$ cat config.mk
export PLATFORM = sky130hd
export DESIGN_NAME = rhythm_overlay_top
export DESIGN_NICKNAME = d
export VERILOG_FILES = /design/src/hdl/rhythm_pkg.sv /design/src/hdl/combo_digit_addr.sv /design/src/hdl/hit_feedback.sv /design/src/hdl/note_track.sv /design/src/hdl/rhythm_overlay_top.sv
export SDC_FILE = /design/constraint.sdc
export NUM_CORES = 1
export LEC_CHECK = 0
export ABC_AREA = 1
export BUFFER_PORTS_ARGS = -buffer_cell sky130_fd_sc_hd__buf_2
export CORE_ASPECT_RATIO = 0.5
export CORE_MARGIN = 5
export CORE_UTILIZATION = 45
export DETAILED_ROUTE_END_ITERATION = 6
export GPL_ROUTABILITY_DRIVEN = 0
export PLACE_DENSITY = 0.61
export SLEW_MARGIN = 20
export SYNTH_ARGS = -nofsm -noshare
export SYNTH_HDL_FRONTEND = slang
export SYNTH_HIERARCHICAL = 1
export SYNTH_SLANG_ARGS = --single-unit
$ cat constraint.sdc
create_clock -name clk -period 17.1 [get_ports clk]
set_input_delay 1.71 -clock clk [delete_from_list [all_inputs] [get_ports clk]]
set_output_delay 1.71 -clock clk [all_outputs]
set_load 0.01 [all_outputs]
$ cat src/hdl/rhythm_pkg.sv
/*
 * Rhythm overlay shared definitions
 * Screen placements, image strides, fly-out path and state types
 */
`default_nettype none

package rhythm_pkg;

    localparam int COORD_W  = 10;
    localparam int STREAK_W = 10;

    typedef enum logic [1:0] {GRADE_NONE, GRADE_GOOD, GRADE_OK, GRADE_BAD} hit_grade_t;
    typedef enum logic [1:0] {NOTE_PARKED, NOTE_MOVING, NOTE_FLYING} note_state_t;

    // Slide track window, image is 512 wide
    localparam logic [COORD_W-1:0] SLIDE_X0 = 10'd128;
    localparam logic [COORD_W-1:0] SLIDE_Y0 = 10'd128;
    localparam logic [COORD_W-1:0] SLIDE_X1 = 10'd639;
    localparam logic [COORD_W-1:0] SLIDE_Y1 = 10'd223;
    localparam int SLIDE_ADDR_W = 16;

    localparam logic [COORD_W-1:0] NOTE_HALF    = 10'd32;
    localparam logic [COORD_W-1:0] NOTE_STEP    = 10'd2;   // Pixels per frame
    localparam logic [COORD_W-1:0] NOTE_PARK_X  = 10'd730; // Off screen
    localparam logic [COORD_W-1:0] NOTE_SPAWN_X = 10'd672;
    localparam logic [COORD_W-1:0] NOTE_Y       = 10'd165;
    localparam logic [COORD_W-1:0] NOTE_EXPIRE_FRAMES = 10'd210;
    localparam int NOTE_ADDR_W = 12;

    // Grade windows on note x
    localparam logic [COORD_W-1:0] GOOD_LO = 10'd151;
    localparam logic [COORD_W-1:0] GOOD_HI = 10'd174;
    localparam logic [COORD_W-1:0] OK_LO   = 10'd141;
    localparam logic [COORD_W-1:0] OK_HI   = 10'd184;
    localparam logic [COORD_W-1:0] BAD_LO  = 10'd185;
    localparam logic [COORD_W-1:0] BAD_HI  = 10'd214;

    // Fly-out path after a good or ok hit
    localparam int FLY_LEN = 32;
    localparam logic [COORD_W-1:0] FLY_X [0:FLY_LEN-1] = '{
        10'd180, 10'd193, 10'd206, 10'd219, 10'd232, 10'd245, 10'd258, 10'd271,
        10'd284, 10'd297, 10'd310, 10'd323, 10'd336, 10'd349, 10'd362, 10'd375,
        10'd388, 10'd401, 10'd414, 10'd427, 10'd440, 10'd453, 10'd466, 10'd479,
        10'd492, 10'd505, 10'd518, 10'd531, 10'd544, 10'd557, 10'd570, 10'd583
    };
    localparam logic [COORD_W-1:0] FLY_Y [0:FLY_LEN-1] = '{
        10'd156, 10'd148, 10'd140, 10'd132, 10'd124, 10'd116, 10'd108, 10'd100,
        10'd92,  10'd84,  10'd76,  10'd68,  10'd60,  10'd52,  10'd44,  10'd36,
        10'd38,  10'd41,  10'd44,  10'd47,  10'd50,  10'd53,  10'd56,  10'd59,
        10'd62,  10'd65,  10'd68,  10'd71,  10'd74,  10'd77,  10'd80,  10'd83
    };

    // Combo row, first column for 3, 2 and 1 digits
    localparam logic [COORD_W-1:0] COMBO_Y0 = 10'd145;
    localparam logic [COORD_W-1:0] COMBO_Y1 = 10'd176;
    localparam logic [COORD_W-1:0] COMBO_X3 = 10'd80;
    localparam logic [COORD_W-1:0] COMBO_X2 = 10'd88;
    localparam logic [COORD_W-1:0] COMBO_X1 = 10'd96;
    localparam int DIGIT_W       = 16;
    localparam int COMBO_STRIP_W = 160;
    localparam int COMBO_ADDR_W  = 13;

    localparam logic [COORD_W-1:0] RING_CX  = 10'd166;
    localparam logic [COORD_W-1:0] RING_CY  = 10'd165;
    localparam logic [COORD_W-1:0] RING_X0  = 10'd119;
    localparam logic [COORD_W-1:0] RING_Y0  = 10'd118;
    localparam logic [COORD_W-1:0] LABEL_X0 = 10'd149;
    localparam logic [COORD_W-1:0] LABEL_Y0 = 10'd108;
    localparam int RING_W     = 96;
    localparam int LABEL_SIZE = 32;

    localparam int FX_CNT_W = 7;
    localparam logic [FX_CNT_W-1:0] FX_STEP     = 7'd6;
    localparam logic [FX_CNT_W-1:0] FX_SHOW     = 7'd32;
    localparam logic [FX_CNT_W-1:0] FX_GROW_END = 7'd48;
    localparam logic [FX_CNT_W-1:0] FX_END_GOOD = 7'd70;
    localparam logic [FX_CNT_W-1:0] FX_END_OK   = 7'd60;
    localparam logic [FX_CNT_W-1:0] FX_END_BAD  = 7'd61;
    localparam int RING_ADDR_W  = 14;
    localparam int LABEL_ADDR_W = 12;

endpackage

`default_nettype wire

$ cat src/hdl/combo_digit_addr.sv
/*
 * Combo counter digits
 * Centres 1 to 3 digit cells on the combo row and addresses the digit strip
 */
`timescale 1ns/1ps
`default_nettype none

module combo_digit_addr (
    input  logic [rhythm_pkg::COORD_W-1:0]      h_cnt,
    input  logic [rhythm_pkg::COORD_W-1:0]      v_cnt,
    input  logic [rhythm_pkg::STREAK_W-1:0]     streak,
    output logic                                combo,
    output logic [rhythm_pkg::COMBO_ADDR_W-1:0] combo_addr
);

    logic [3:0]                     d_ones;
    logic [3:0]                     d_tens;
    logic [3:0]                     d_hund;
    logic [3:0]                     digit;
    logic [1:0]                     n_digits;
    logic [rhythm_pkg::COORD_W-1:0] col0;
    logic [31:0]                    rel;
    logic [31:0]                    place;
    logic [31:0]                    addr_full;
    logic                           in_row;
    logic                           in_span;

    assign d_ones = 4'(streak % 10);
    assign d_tens = 4'(streak / 10 % 10);
    assign d_hund = 4'(streak / 100);

    always_comb begin
        if (streak >= 100) begin
            n_digits = 2'd3;
            col0     = rhythm_pkg::COMBO_X3;
        end else if (streak >= 10) begin
            n_digits = 2'd2;
            col0     = rhythm_pkg::COMBO_X2;
        end else begin
            n_digits = 2'd1;
            col0     = rhythm_pkg::COMBO_X1;
        end
    end

    assign in_row  = v_cnt >= rhythm_pkg::COMBO_Y0 && v_cnt <= rhythm_pkg::COMBO_Y1;
    assign rel     = 32'(h_cnt - col0);
    assign in_span = h_cnt >= col0 && rel < n_digits * rhythm_pkg::DIGIT_W;

    // 0 is the ones place, counted from the right end of the group
    assign place = n_digits - 1 - rel / rhythm_pkg::DIGIT_W;

    always_comb begin
        case (place)
            32'd0:   digit = d_ones;
            32'd1:   digit = d_tens;
            default: digit = d_hund;
        endcase
    end

    // Glyphs sit side by side in one strip, one pixel in
    assign addr_full = rel % rhythm_pkg::DIGIT_W
                     + 32'(v_cnt - rhythm_pkg::COMBO_Y0) * rhythm_pkg::COMBO_STRIP_W
                     + digit * rhythm_pkg::DIGIT_W + 1;

    assign combo      = streak != '0 && in_row && in_span;
    assign combo_addr = (in_row && in_span) ? addr_full[rhythm_pkg::COMBO_ADDR_W-1:0] : '0;

endmodule

`default_nettype wire

$ cat src/hdl/hit_feedback.sv
/*
 * Hit feedback effects
 * Frame timer per hit, growing ring for good and ok, grade label for all
 */
`timescale 1ns/1ps
`default_nettype none

module hit_feedback (
    input  logic                                clk,
    input  logic                                rst,
    input  logic                                frame_tick,
    input  logic                                hit_take,
    input  rhythm_pkg::hit_grade_t              hit_grade,
    input  logic [rhythm_pkg::COORD_W-1:0]      h_cnt,
    input  logic [rhythm_pkg::COORD_W-1:0]      v_cnt,
    output logic                                fb_ring,
    output logic                                fb_label,
    output logic [rhythm_pkg::RING_ADDR_W-1:0]  fb_ring_addr,
    output logic [rhythm_pkg::LABEL_ADDR_W-1:0] fb_label_addr
);

    rhythm_pkg::hit_grade_t          grade_r;
    logic [rhythm_pkg::FX_CNT_W-1:0] fx_cnt;
    logic [rhythm_pkg::FX_CNT_W-1:0] fx_next;
    logic [rhythm_pkg::FX_CNT_W-1:0] fx_end;
    logic [rhythm_pkg::COORD_W-1:0]  dx;
    logic [rhythm_pkg::COORD_W-1:0]  dy;
    logic [31:0]                     dist2;
    logic [31:0]                     radius;
    logic [31:0]                     ring_full;
    logic [31:0]                     label_full;
    logic [1:0]                      label_idx;
    logic                            has_ring;
    logic                            ring_hit;
    logic                            label_box;
    logic                            label_show;

    always_comb begin
        case (grade_r)
            rhythm_pkg::GRADE_GOOD: fx_end = rhythm_pkg::FX_END_GOOD;
            rhythm_pkg::GRADE_OK:   fx_end = rhythm_pkg::FX_END_OK;
            default:                fx_end = rhythm_pkg::FX_END_BAD;
        endcase
    end

    assign fx_next = fx_cnt + rhythm_pkg::FX_STEP;

    always_ff @(posedge clk) begin
        if (rst) begin
            fx_cnt  <= '0;
            grade_r <= rhythm_pkg::GRADE_NONE;
        end else if (hit_take) begin
            fx_cnt  <= 7'd1;            // A new hit restarts the effect
            grade_r <= hit_grade;
        end else if (frame_tick && fx_cnt != '0) begin
            fx_cnt <= (fx_next >= fx_end) ? '0 : fx_next;
        end
    end

    assign dx = (h_cnt >= rhythm_pkg::RING_CX) ? h_cnt - rhythm_pkg::RING_CX
                                               : rhythm_pkg::RING_CX - h_cnt;
    assign dy = (v_cnt >= rhythm_pkg::RING_CY) ? v_cnt - rhythm_pkg::RING_CY
                                               : rhythm_pkg::RING_CY - v_cnt;
    assign dist2  = 32'(dx) * 32'(dx) + 32'(dy) * 32'(dy);
    assign radius = (32'(rhythm_pkg::FX_GROW_END) + 32'(fx_cnt)) >> 1;

    assign has_ring = grade_r == rhythm_pkg::GRADE_GOOD || grade_r == rhythm_pkg::GRADE_OK;
    assign ring_hit = has_ring && (
        (fx_cnt != '0 && fx_cnt <= rhythm_pkg::FX_GROW_END && dist2 < radius * radius) ||
        (fx_cnt > rhythm_pkg::FX_SHOW
            && dist2 < (rhythm_pkg::RING_W / 2) * (rhythm_pkg::RING_W / 2)));

    assign label_box = h_cnt >= rhythm_pkg::LABEL_X0
                    && h_cnt < rhythm_pkg::LABEL_X0 + rhythm_pkg::LABEL_SIZE
                    && v_cnt >= rhythm_pkg::LABEL_Y0
                    && v_cnt < rhythm_pkg::LABEL_Y0 + rhythm_pkg::LABEL_SIZE;
    assign label_show = has_ring ? fx_cnt > rhythm_pkg::FX_SHOW
                                 : (grade_r == rhythm_pkg::GRADE_BAD && fx_cnt != '0);

    // Labels stacked good, ok, bad
    assign label_idx  = grade_r - 2'd1;
    assign label_full = 32'(label_idx) * (rhythm_pkg::LABEL_SIZE * rhythm_pkg::LABEL_SIZE)
                      + 32'(h_cnt - rhythm_pkg::LABEL_X0)
                      + 32'(v_cnt - rhythm_pkg::LABEL_Y0) * rhythm_pkg::LABEL_SIZE;
    assign ring_full  = 32'(h_cnt - rhythm_pkg::RING_X0)
                      + 32'(v_cnt - rhythm_pkg::RING_Y0) * rhythm_pkg::RING_W;

    always_ff @(posedge clk) begin
        if (rst) begin
            fb_ring  <= 1'b0;
            fb_label <= 1'b0;
        end else begin
            fb_ring  <= ring_hit;
            fb_label <= label_box && label_show;
        end
    end

    always_ff @(posedge clk) begin
        fb_ring_addr  <= ring_full[rhythm_pkg::RING_ADDR_W-1:0];
        fb_label_addr <= label_full[rhythm_pkg::LABEL_ADDR_W-1:0];
    end

endmodule

`default_nettype wire

$ cat src/hdl/note_track.sv
/*
 * Slide track window and the travelling note
 * Moves the note per frame, grades presses, plays the fly-out and flags expiry
 */
`timescale 1ns/1ps
`default_nettype none

module note_track (
    input  logic                                clk,
    input  logic                                rst,
    input  logic                                frame_tick,
    input  logic                                on_track,
    input  logic                                spawn,
    input  logic                                hit_press,
    input  logic [rhythm_pkg::COORD_W-1:0]      h_cnt,
    input  logic [rhythm_pkg::COORD_W-1:0]      v_cnt,
    output logic                                slide,
    output logic [rhythm_pkg::SLIDE_ADDR_W-1:0] slide_addr,
    output logic                                note,
    output logic [rhythm_pkg::NOTE_ADDR_W-1:0]  note_addr,
    output logic                                expired,
    output rhythm_pkg::hit_grade_t              hit_grade,
    output logic                                hit_take
);

    rhythm_pkg::note_state_t        state;
    logic [rhythm_pkg::COORD_W-1:0] x;
    logic [rhythm_pkg::COORD_W-1:0] y;
    logic [rhythm_pkg::COORD_W-1:0] box_x0;
    logic [rhythm_pkg::COORD_W-1:0] box_y0;
    logic [rhythm_pkg::COORD_W-1:0] on_frames;
    logic [4:0]                     fly_idx;
    logic [31:0]                    slide_full;
    logic [31:0]                    note_full;
    logic                           flies;

    assign slide = h_cnt >= rhythm_pkg::SLIDE_X0 && h_cnt <= rhythm_pkg::SLIDE_X1
                && v_cnt >= rhythm_pkg::SLIDE_Y0 && v_cnt <= rhythm_pkg::SLIDE_Y1;
    assign slide_full = 32'(h_cnt - rhythm_pkg::SLIDE_X0)
                      + (32'(v_cnt - rhythm_pkg::SLIDE_Y0) << 9);   // 512 per row
    assign slide_addr = slide_full[rhythm_pkg::SLIDE_ADDR_W-1:0];

    // 64x64 box around the note, clamped at the screen edge
    assign box_x0 = (x > rhythm_pkg::NOTE_HALF) ? x - rhythm_pkg::NOTE_HALF : '0;
    assign box_y0 = (y > rhythm_pkg::NOTE_HALF) ? y - rhythm_pkg::NOTE_HALF : '0;
    assign note = h_cnt >= box_x0 && h_cnt < box_x0 + (rhythm_pkg::NOTE_HALF << 1)
               && v_cnt >= box_y0 && v_cnt < box_y0 + (rhythm_pkg::NOTE_HALF << 1);
    assign note_full = 32'(h_cnt - box_x0) + (32'(v_cnt - box_y0) << 6);
    assign note_addr = note_full[rhythm_pkg::NOTE_ADDR_W-1:0];

    always_comb begin
        if (state == rhythm_pkg::NOTE_FLYING)
            hit_grade = rhythm_pkg::GRADE_NONE;      // Already taken
        else if (x >= rhythm_pkg::GOOD_LO && x <= rhythm_pkg::GOOD_HI)
            hit_grade = rhythm_pkg::GRADE_GOOD;
        else if (x >= rhythm_pkg::OK_LO && x <= rhythm_pkg::OK_HI)
            hit_grade = rhythm_pkg::GRADE_OK;
        else if (x >= rhythm_pkg::BAD_LO && x <= rhythm_pkg::BAD_HI)
            hit_grade = rhythm_pkg::GRADE_BAD;
        else
            hit_grade = rhythm_pkg::GRADE_NONE;
    end

    assign hit_take = frame_tick && hit_press && hit_grade != rhythm_pkg::GRADE_NONE;
    assign flies    = hit_take && (hit_grade == rhythm_pkg::GRADE_GOOD
                                || hit_grade == rhythm_pkg::GRADE_OK);

    always_ff @(posedge clk) begin
        if (rst) begin
            state   <= rhythm_pkg::NOTE_PARKED;
            x       <= rhythm_pkg::NOTE_PARK_X;
            y       <= rhythm_pkg::NOTE_Y;
            fly_idx <= '0;
        end else if (frame_tick) begin
            if (flies) begin
                state   <= rhythm_pkg::NOTE_FLYING;
                fly_idx <= '0;
            end else if (state == rhythm_pkg::NOTE_FLYING) begin
                x       <= rhythm_pkg::FLY_X[fly_idx];
                y       <= rhythm_pkg::FLY_Y[fly_idx];
                fly_idx <= fly_idx + 5'd1;
                if (fly_idx == 5'(rhythm_pkg::FLY_LEN - 1))
                    state <= rhythm_pkg::NOTE_PARKED;
            end else if (spawn) begin
                state <= rhythm_pkg::NOTE_MOVING;
                x     <= rhythm_pkg::NOTE_SPAWN_X;
                y     <= rhythm_pkg::NOTE_Y;
            end else if (state == rhythm_pkg::NOTE_MOVING && on_track) begin
                x <= x - rhythm_pkg::NOTE_STEP;
            end else begin
                state <= rhythm_pkg::NOTE_PARKED;
                x     <= rhythm_pkg::NOTE_PARK_X;
                y     <= rhythm_pkg::NOTE_Y;
            end
        end
    end

    // On-track frame count saturates just past the limit, so one pulse only
    always_ff @(posedge clk) begin
        if (rst) begin
            on_frames <= '0;
            expired   <= 1'b0;
        end else begin
            expired <= frame_tick && on_track && on_frames == rhythm_pkg::NOTE_EXPIRE_FRAMES;
            if (frame_tick) begin
                if (!on_track)
                    on_frames <= '0;
                else if (on_frames <= rhythm_pkg::NOTE_EXPIRE_FRAMES)
                    on_frames <= on_frames + 1'b1;
            end
        end
    end

endmodule

`default_nettype wire

$ cat src/hdl/rhythm_overlay_top.sv
/*
 * Rhythm game overlay, sprite coverage and image addresses per pixel
 */
`timescale 1ns/1ps
`default_nettype none

module rhythm_overlay_top (
    input  logic                                clk,
    input  logic                                rst,
    input  logic                                frame_tick,
    input  logic [rhythm_pkg::COORD_W-1:0]      h_cnt,
    input  logic [rhythm_pkg::COORD_W-1:0]      v_cnt,
    input  logic [rhythm_pkg::STREAK_W-1:0]     streak,
    input  logic                                spawn,
    input  logic                                on_track,
    input  logic                                hit_press,
    output logic                                slide,
    output logic [rhythm_pkg::SLIDE_ADDR_W-1:0] slide_addr,
    output logic                                note,
    output logic [rhythm_pkg::NOTE_ADDR_W-1:0]  note_addr,
    output logic                                expired,
    output logic                                combo,
    output logic [rhythm_pkg::COMBO_ADDR_W-1:0] combo_addr,
    output logic                                fb_ring,
    output logic                                fb_label,
    output logic [rhythm_pkg::RING_ADDR_W-1:0]  fb_ring_addr,
    output logic [rhythm_pkg::LABEL_ADDR_W-1:0] fb_label_addr
);

    rhythm_pkg::hit_grade_t hit_grade;
    logic                   hit_take;

    combo_digit_addr combo_i (
        .h_cnt      (h_cnt),
        .v_cnt      (v_cnt),
        .streak     (streak),
        .combo      (combo),
        .combo_addr (combo_addr)
    );

    note_track note_i (
        .clk        (clk),
        .rst        (rst),
        .frame_tick (frame_tick),
        .on_track   (on_track),
        .spawn      (spawn),
        .hit_press  (hit_press),
        .h_cnt      (h_cnt),
        .v_cnt      (v_cnt),
        .slide      (slide),
        .slide_addr (slide_addr),
        .note       (note),
        .note_addr  (note_addr),
        .expired    (expired),
        .hit_grade  (hit_grade),
        .hit_take   (hit_take)
    );

    // Effect outputs lag the raster by one clock
    hit_feedback fb_i (
        .clk           (clk),
        .rst           (rst),
        .frame_tick    (frame_tick),
        .hit_take      (hit_take),
        .hit_grade     (hit_grade),
        .h_cnt         (h_cnt),
        .v_cnt         (v_cnt),
        .fb_ring       (fb_ring),
        .fb_label      (fb_label),
        .fb_ring_addr  (fb_ring_addr),
        .fb_label_addr (fb_label_addr)
    );

endmodule

`default_nettype wire

==> run summary <==
Most frequent cells in the layout: nand2_1, inv_1, nor2_1, ha_1
Total Wirelength: 53.9 mm
Setup TNS: 0 ns
GRT Max-Usage Layer: met2
Commonest non-fill, non-tap cell in the layout: nand2_1
# IOs: 109
Initial DRC Count: 1144
CP required: 15.39 ns
Core Area: 0.0451 sq mm
Total of warnings raised by yosys: 6
Total CTS buffers: 9
Count of maximum capacitance violations: 0
Initial core utilization: 45.4%
DIE AREA: 0.0502 sq mm
Crit-path most repeated cell: nand2_1
Layout cells sized above 1: 10.4%
Reg2reg path depth: 25
Hold Fails Final Rpt: 0
Post-DRT Antenna Nets: 0
Hold wc startpoint: note_i/on_frames[8]
Seq/Total Area, Yosys: 7.03%
Root Driver: clkbuf_16
Outcome: complete, no violations
Clk pin slew, worst setup/hold paths: 0.06 ns
Cell family with most CP delay: simple AND/OR/NAND/NOR gates
WHS Path Cells: 2
Unrepaired setup endpoints after global routing: no
CP Class: input pin to primary output
Grt met1 use: 28.9%
Max clock buf depth: 2
Clock sink total: 72
Crit. Startpoint: streak[7]
Crit. End Element: primary output
First-pass GRT wire length: 88.6 mm
Initial DRT Pass Iterations: 5
Post-layout min period: 13.62 ns
Fin. max-slew vios: 0
Worst r2r src: fb_i/fx_cnt[4]
Crit Path Max Fanout: 21
Fillcell total: 4675
# rows: 55
Top_reg_cell synth: dfxtp_1
Post-layout net count: 3573
WL/cell: 14.6 um
Worst-Skew Late Latency: 0.34 ns
Syn Area/Cell: 6.83 sq um
Arr. time, crit path: 11.91 ns
Grt met2 use: 36.4%
Worst flop-to-flop path endpoint: fb_i/fb_ring
Initial antenna violation count: 0
Post-Route Utilization: 48.4%
DR vias: 18700
H-tree depth: 3
Crit path largest cell delay: 0.40 ns
Crit path launch type: input pin
Post-CTS Hold Buffers: 0
Measured slew at the worst slew-check pin: 1.00 ns
Cells after Synth: 3005
Post-synth ARST share: 0%
Worst Hold Class: flip-flop to flip-flop
Final setup skew: 0.00446 ns
Overflow after GRT: 0
Fmax: 73.4 MHz
Post-CTS Setup Bufs: 0
R2R setup slack: 10.63 ns
Area grow syn2layout: 6.53%
Critical-path top delay cell: fa_1
Synth unique cells: 69
Relative slew slack: 32.4%
EDFF count, synth: 0
Tcrit/Tclk final: 79.6%
Port buffer count: 108
Hpwl dp: 44.6 mm
Pin count of the biggest net entering global routing: 33
CTS tree: done
Hold Crit Endpoint: note_i/on_frames[8]
Setup Viol. Count Final: 0
Buffers & Inverters on Critical Path: 16
Die Ht: 161 um
Residual DRC: 0
Yosys reg bits: 72
Die X: 312 um
Post-CTS sizing: 0
Diodes inserted: 0
Netlist Area Pre-Place: 0.0205 sq mm
Global Route met3 Usage: 1.65%
Number of global-route vias before repair: 17900
DR vias/cell: 5.07
GR Util All Layers: 21.0%
-- cells by family (layout without fill, tap and decap cells) --
kind of cell | count (synthesis) | after routing | synth area share [%]
xor gates and xnor gates | 153 | 153 | 6.79
AOI/OAI and AO/OA | 342 | 342 | 9.37
and+or+nand+nor | 1336 | 1336 | 30.8
other | 3 | 20 | 0.0549
buffers and inverters | 656 | 732 | 12.7
DFF | 72 | 72 | 7.03
adders and majority gates | 443 | 443 | 33.2
-- per-stage QoR --
stage / hold WS, ns / instances / area [sq um] / worst slack (ns)
after floorplan: 0.420 / 3022 / 20600 / 4.93
after global placement: 0.431 / 3681 / 21600 / 3.73
after detailed placement: 0.433 / 3681 / 21600 / 3.49
after CTS: 0.442 / 3696 / 21800 / 3.47
after global routing: 0.454 / 3696 / 21800 / 2.41
final: 0.443 / 3696 / 21800 / 3.48
-- flip-flops by register name, indices dropped and copies added (netlist names) --
signal	count
note_i/x	10
note_i/expired	1
note_i/state	2
fb_i/fx_cnt	7
note_i/y	8
fb_i/fb_label_addr	12
fb_i/fb_ring	1
fb_i/fb_ring_addr	13
fb_i/fb_label	1
fb_i/grade_r	2
note_i/fly_idx	5
note_i/on_frames	10
-- cells in the mapped netlist (all sizes together) (2+ instances only) --
cell type | n | area share, %
fa | 170 | 17
o221ai | 2 | 0.085
o211ai | 10 | 0.37
o21ai | 114 | 2.9
nor4 | 5 | 0.15
nor3b | 7 | 0.26
a211oi | 8 | 0.29
a32oi | 2 | 0.085
clkinv | 9 | 0.18
dfxtp | 72 | 7.0
a31oi | 6 | 0.21
nand4 | 64 | 2.2
a21o | 3 | 0.11
and2 | 4 | 0.12
ha | 273 | 17
conb | 3 | 0.055
xor2 | 110 | 4.9
or2 | 15 | 0.46
a21oi | 171 | 4.3
xnor2 | 43 | 1.9
nand2 | 678 | 13
nor3 | 32 | 0.88
a21boi | 3 | 0.11
buf | 36 | 1.3
o21bai | 8 | 0.31
nand3b | 15 | 0.55
o31ai | 5 | 0.18
and3 | 2 | 0.061
clkbuf | 13 | 0.24
nor2 | 320 | 7.1
inv | 598 | 11
o21a | 2 | 0.073
nand3 | 193 | 5.6
-- tightest hold or removal path, cell delays in order, from the launching register on --
cell     delay [ns]
dfxtp_1        0.30
inv_1          0.06
nor3_1         0.05
-- final cells by class --
class                           count  area (sq um)  area share, %
Clock inverter                      5          56.3          0.258
Sequential cell                    72          1440           6.60
Inverter                          607          2290           10.5
Multi-Input combinational cell   2294         16500           75.6
Tap cell                          598           748           3.42
Timing Repair Buffer              110           556           2.54
Clock buffer                       10           239           1.09
-- worst max-delay path by stage --
stage	to	slack, ns	depth (start not counted)
6_report	combo_addr[10]	3.48	72
5_1_grt	combo_addr[8]	2.41	75
4_1_cts	combo_addr[10]	3.47	70
3_5_place_dp	combo_addr[10]	3.49	72
3_3_place_gp	combo_addr[10]	3.73	72
2_1_floorplan	combo_addr[10]	4.93	69
-- metal layers --
layer,up-vias,wire [um]
met4,0,1220
met1,8671,25400
met3,77,2050
met5,-,0
met2,364,25200
li1,9616,-
Power is left out: the tool's default activity adds up to more than one toggle a clock period on the data nets, which glitch-free logic cannot reach.
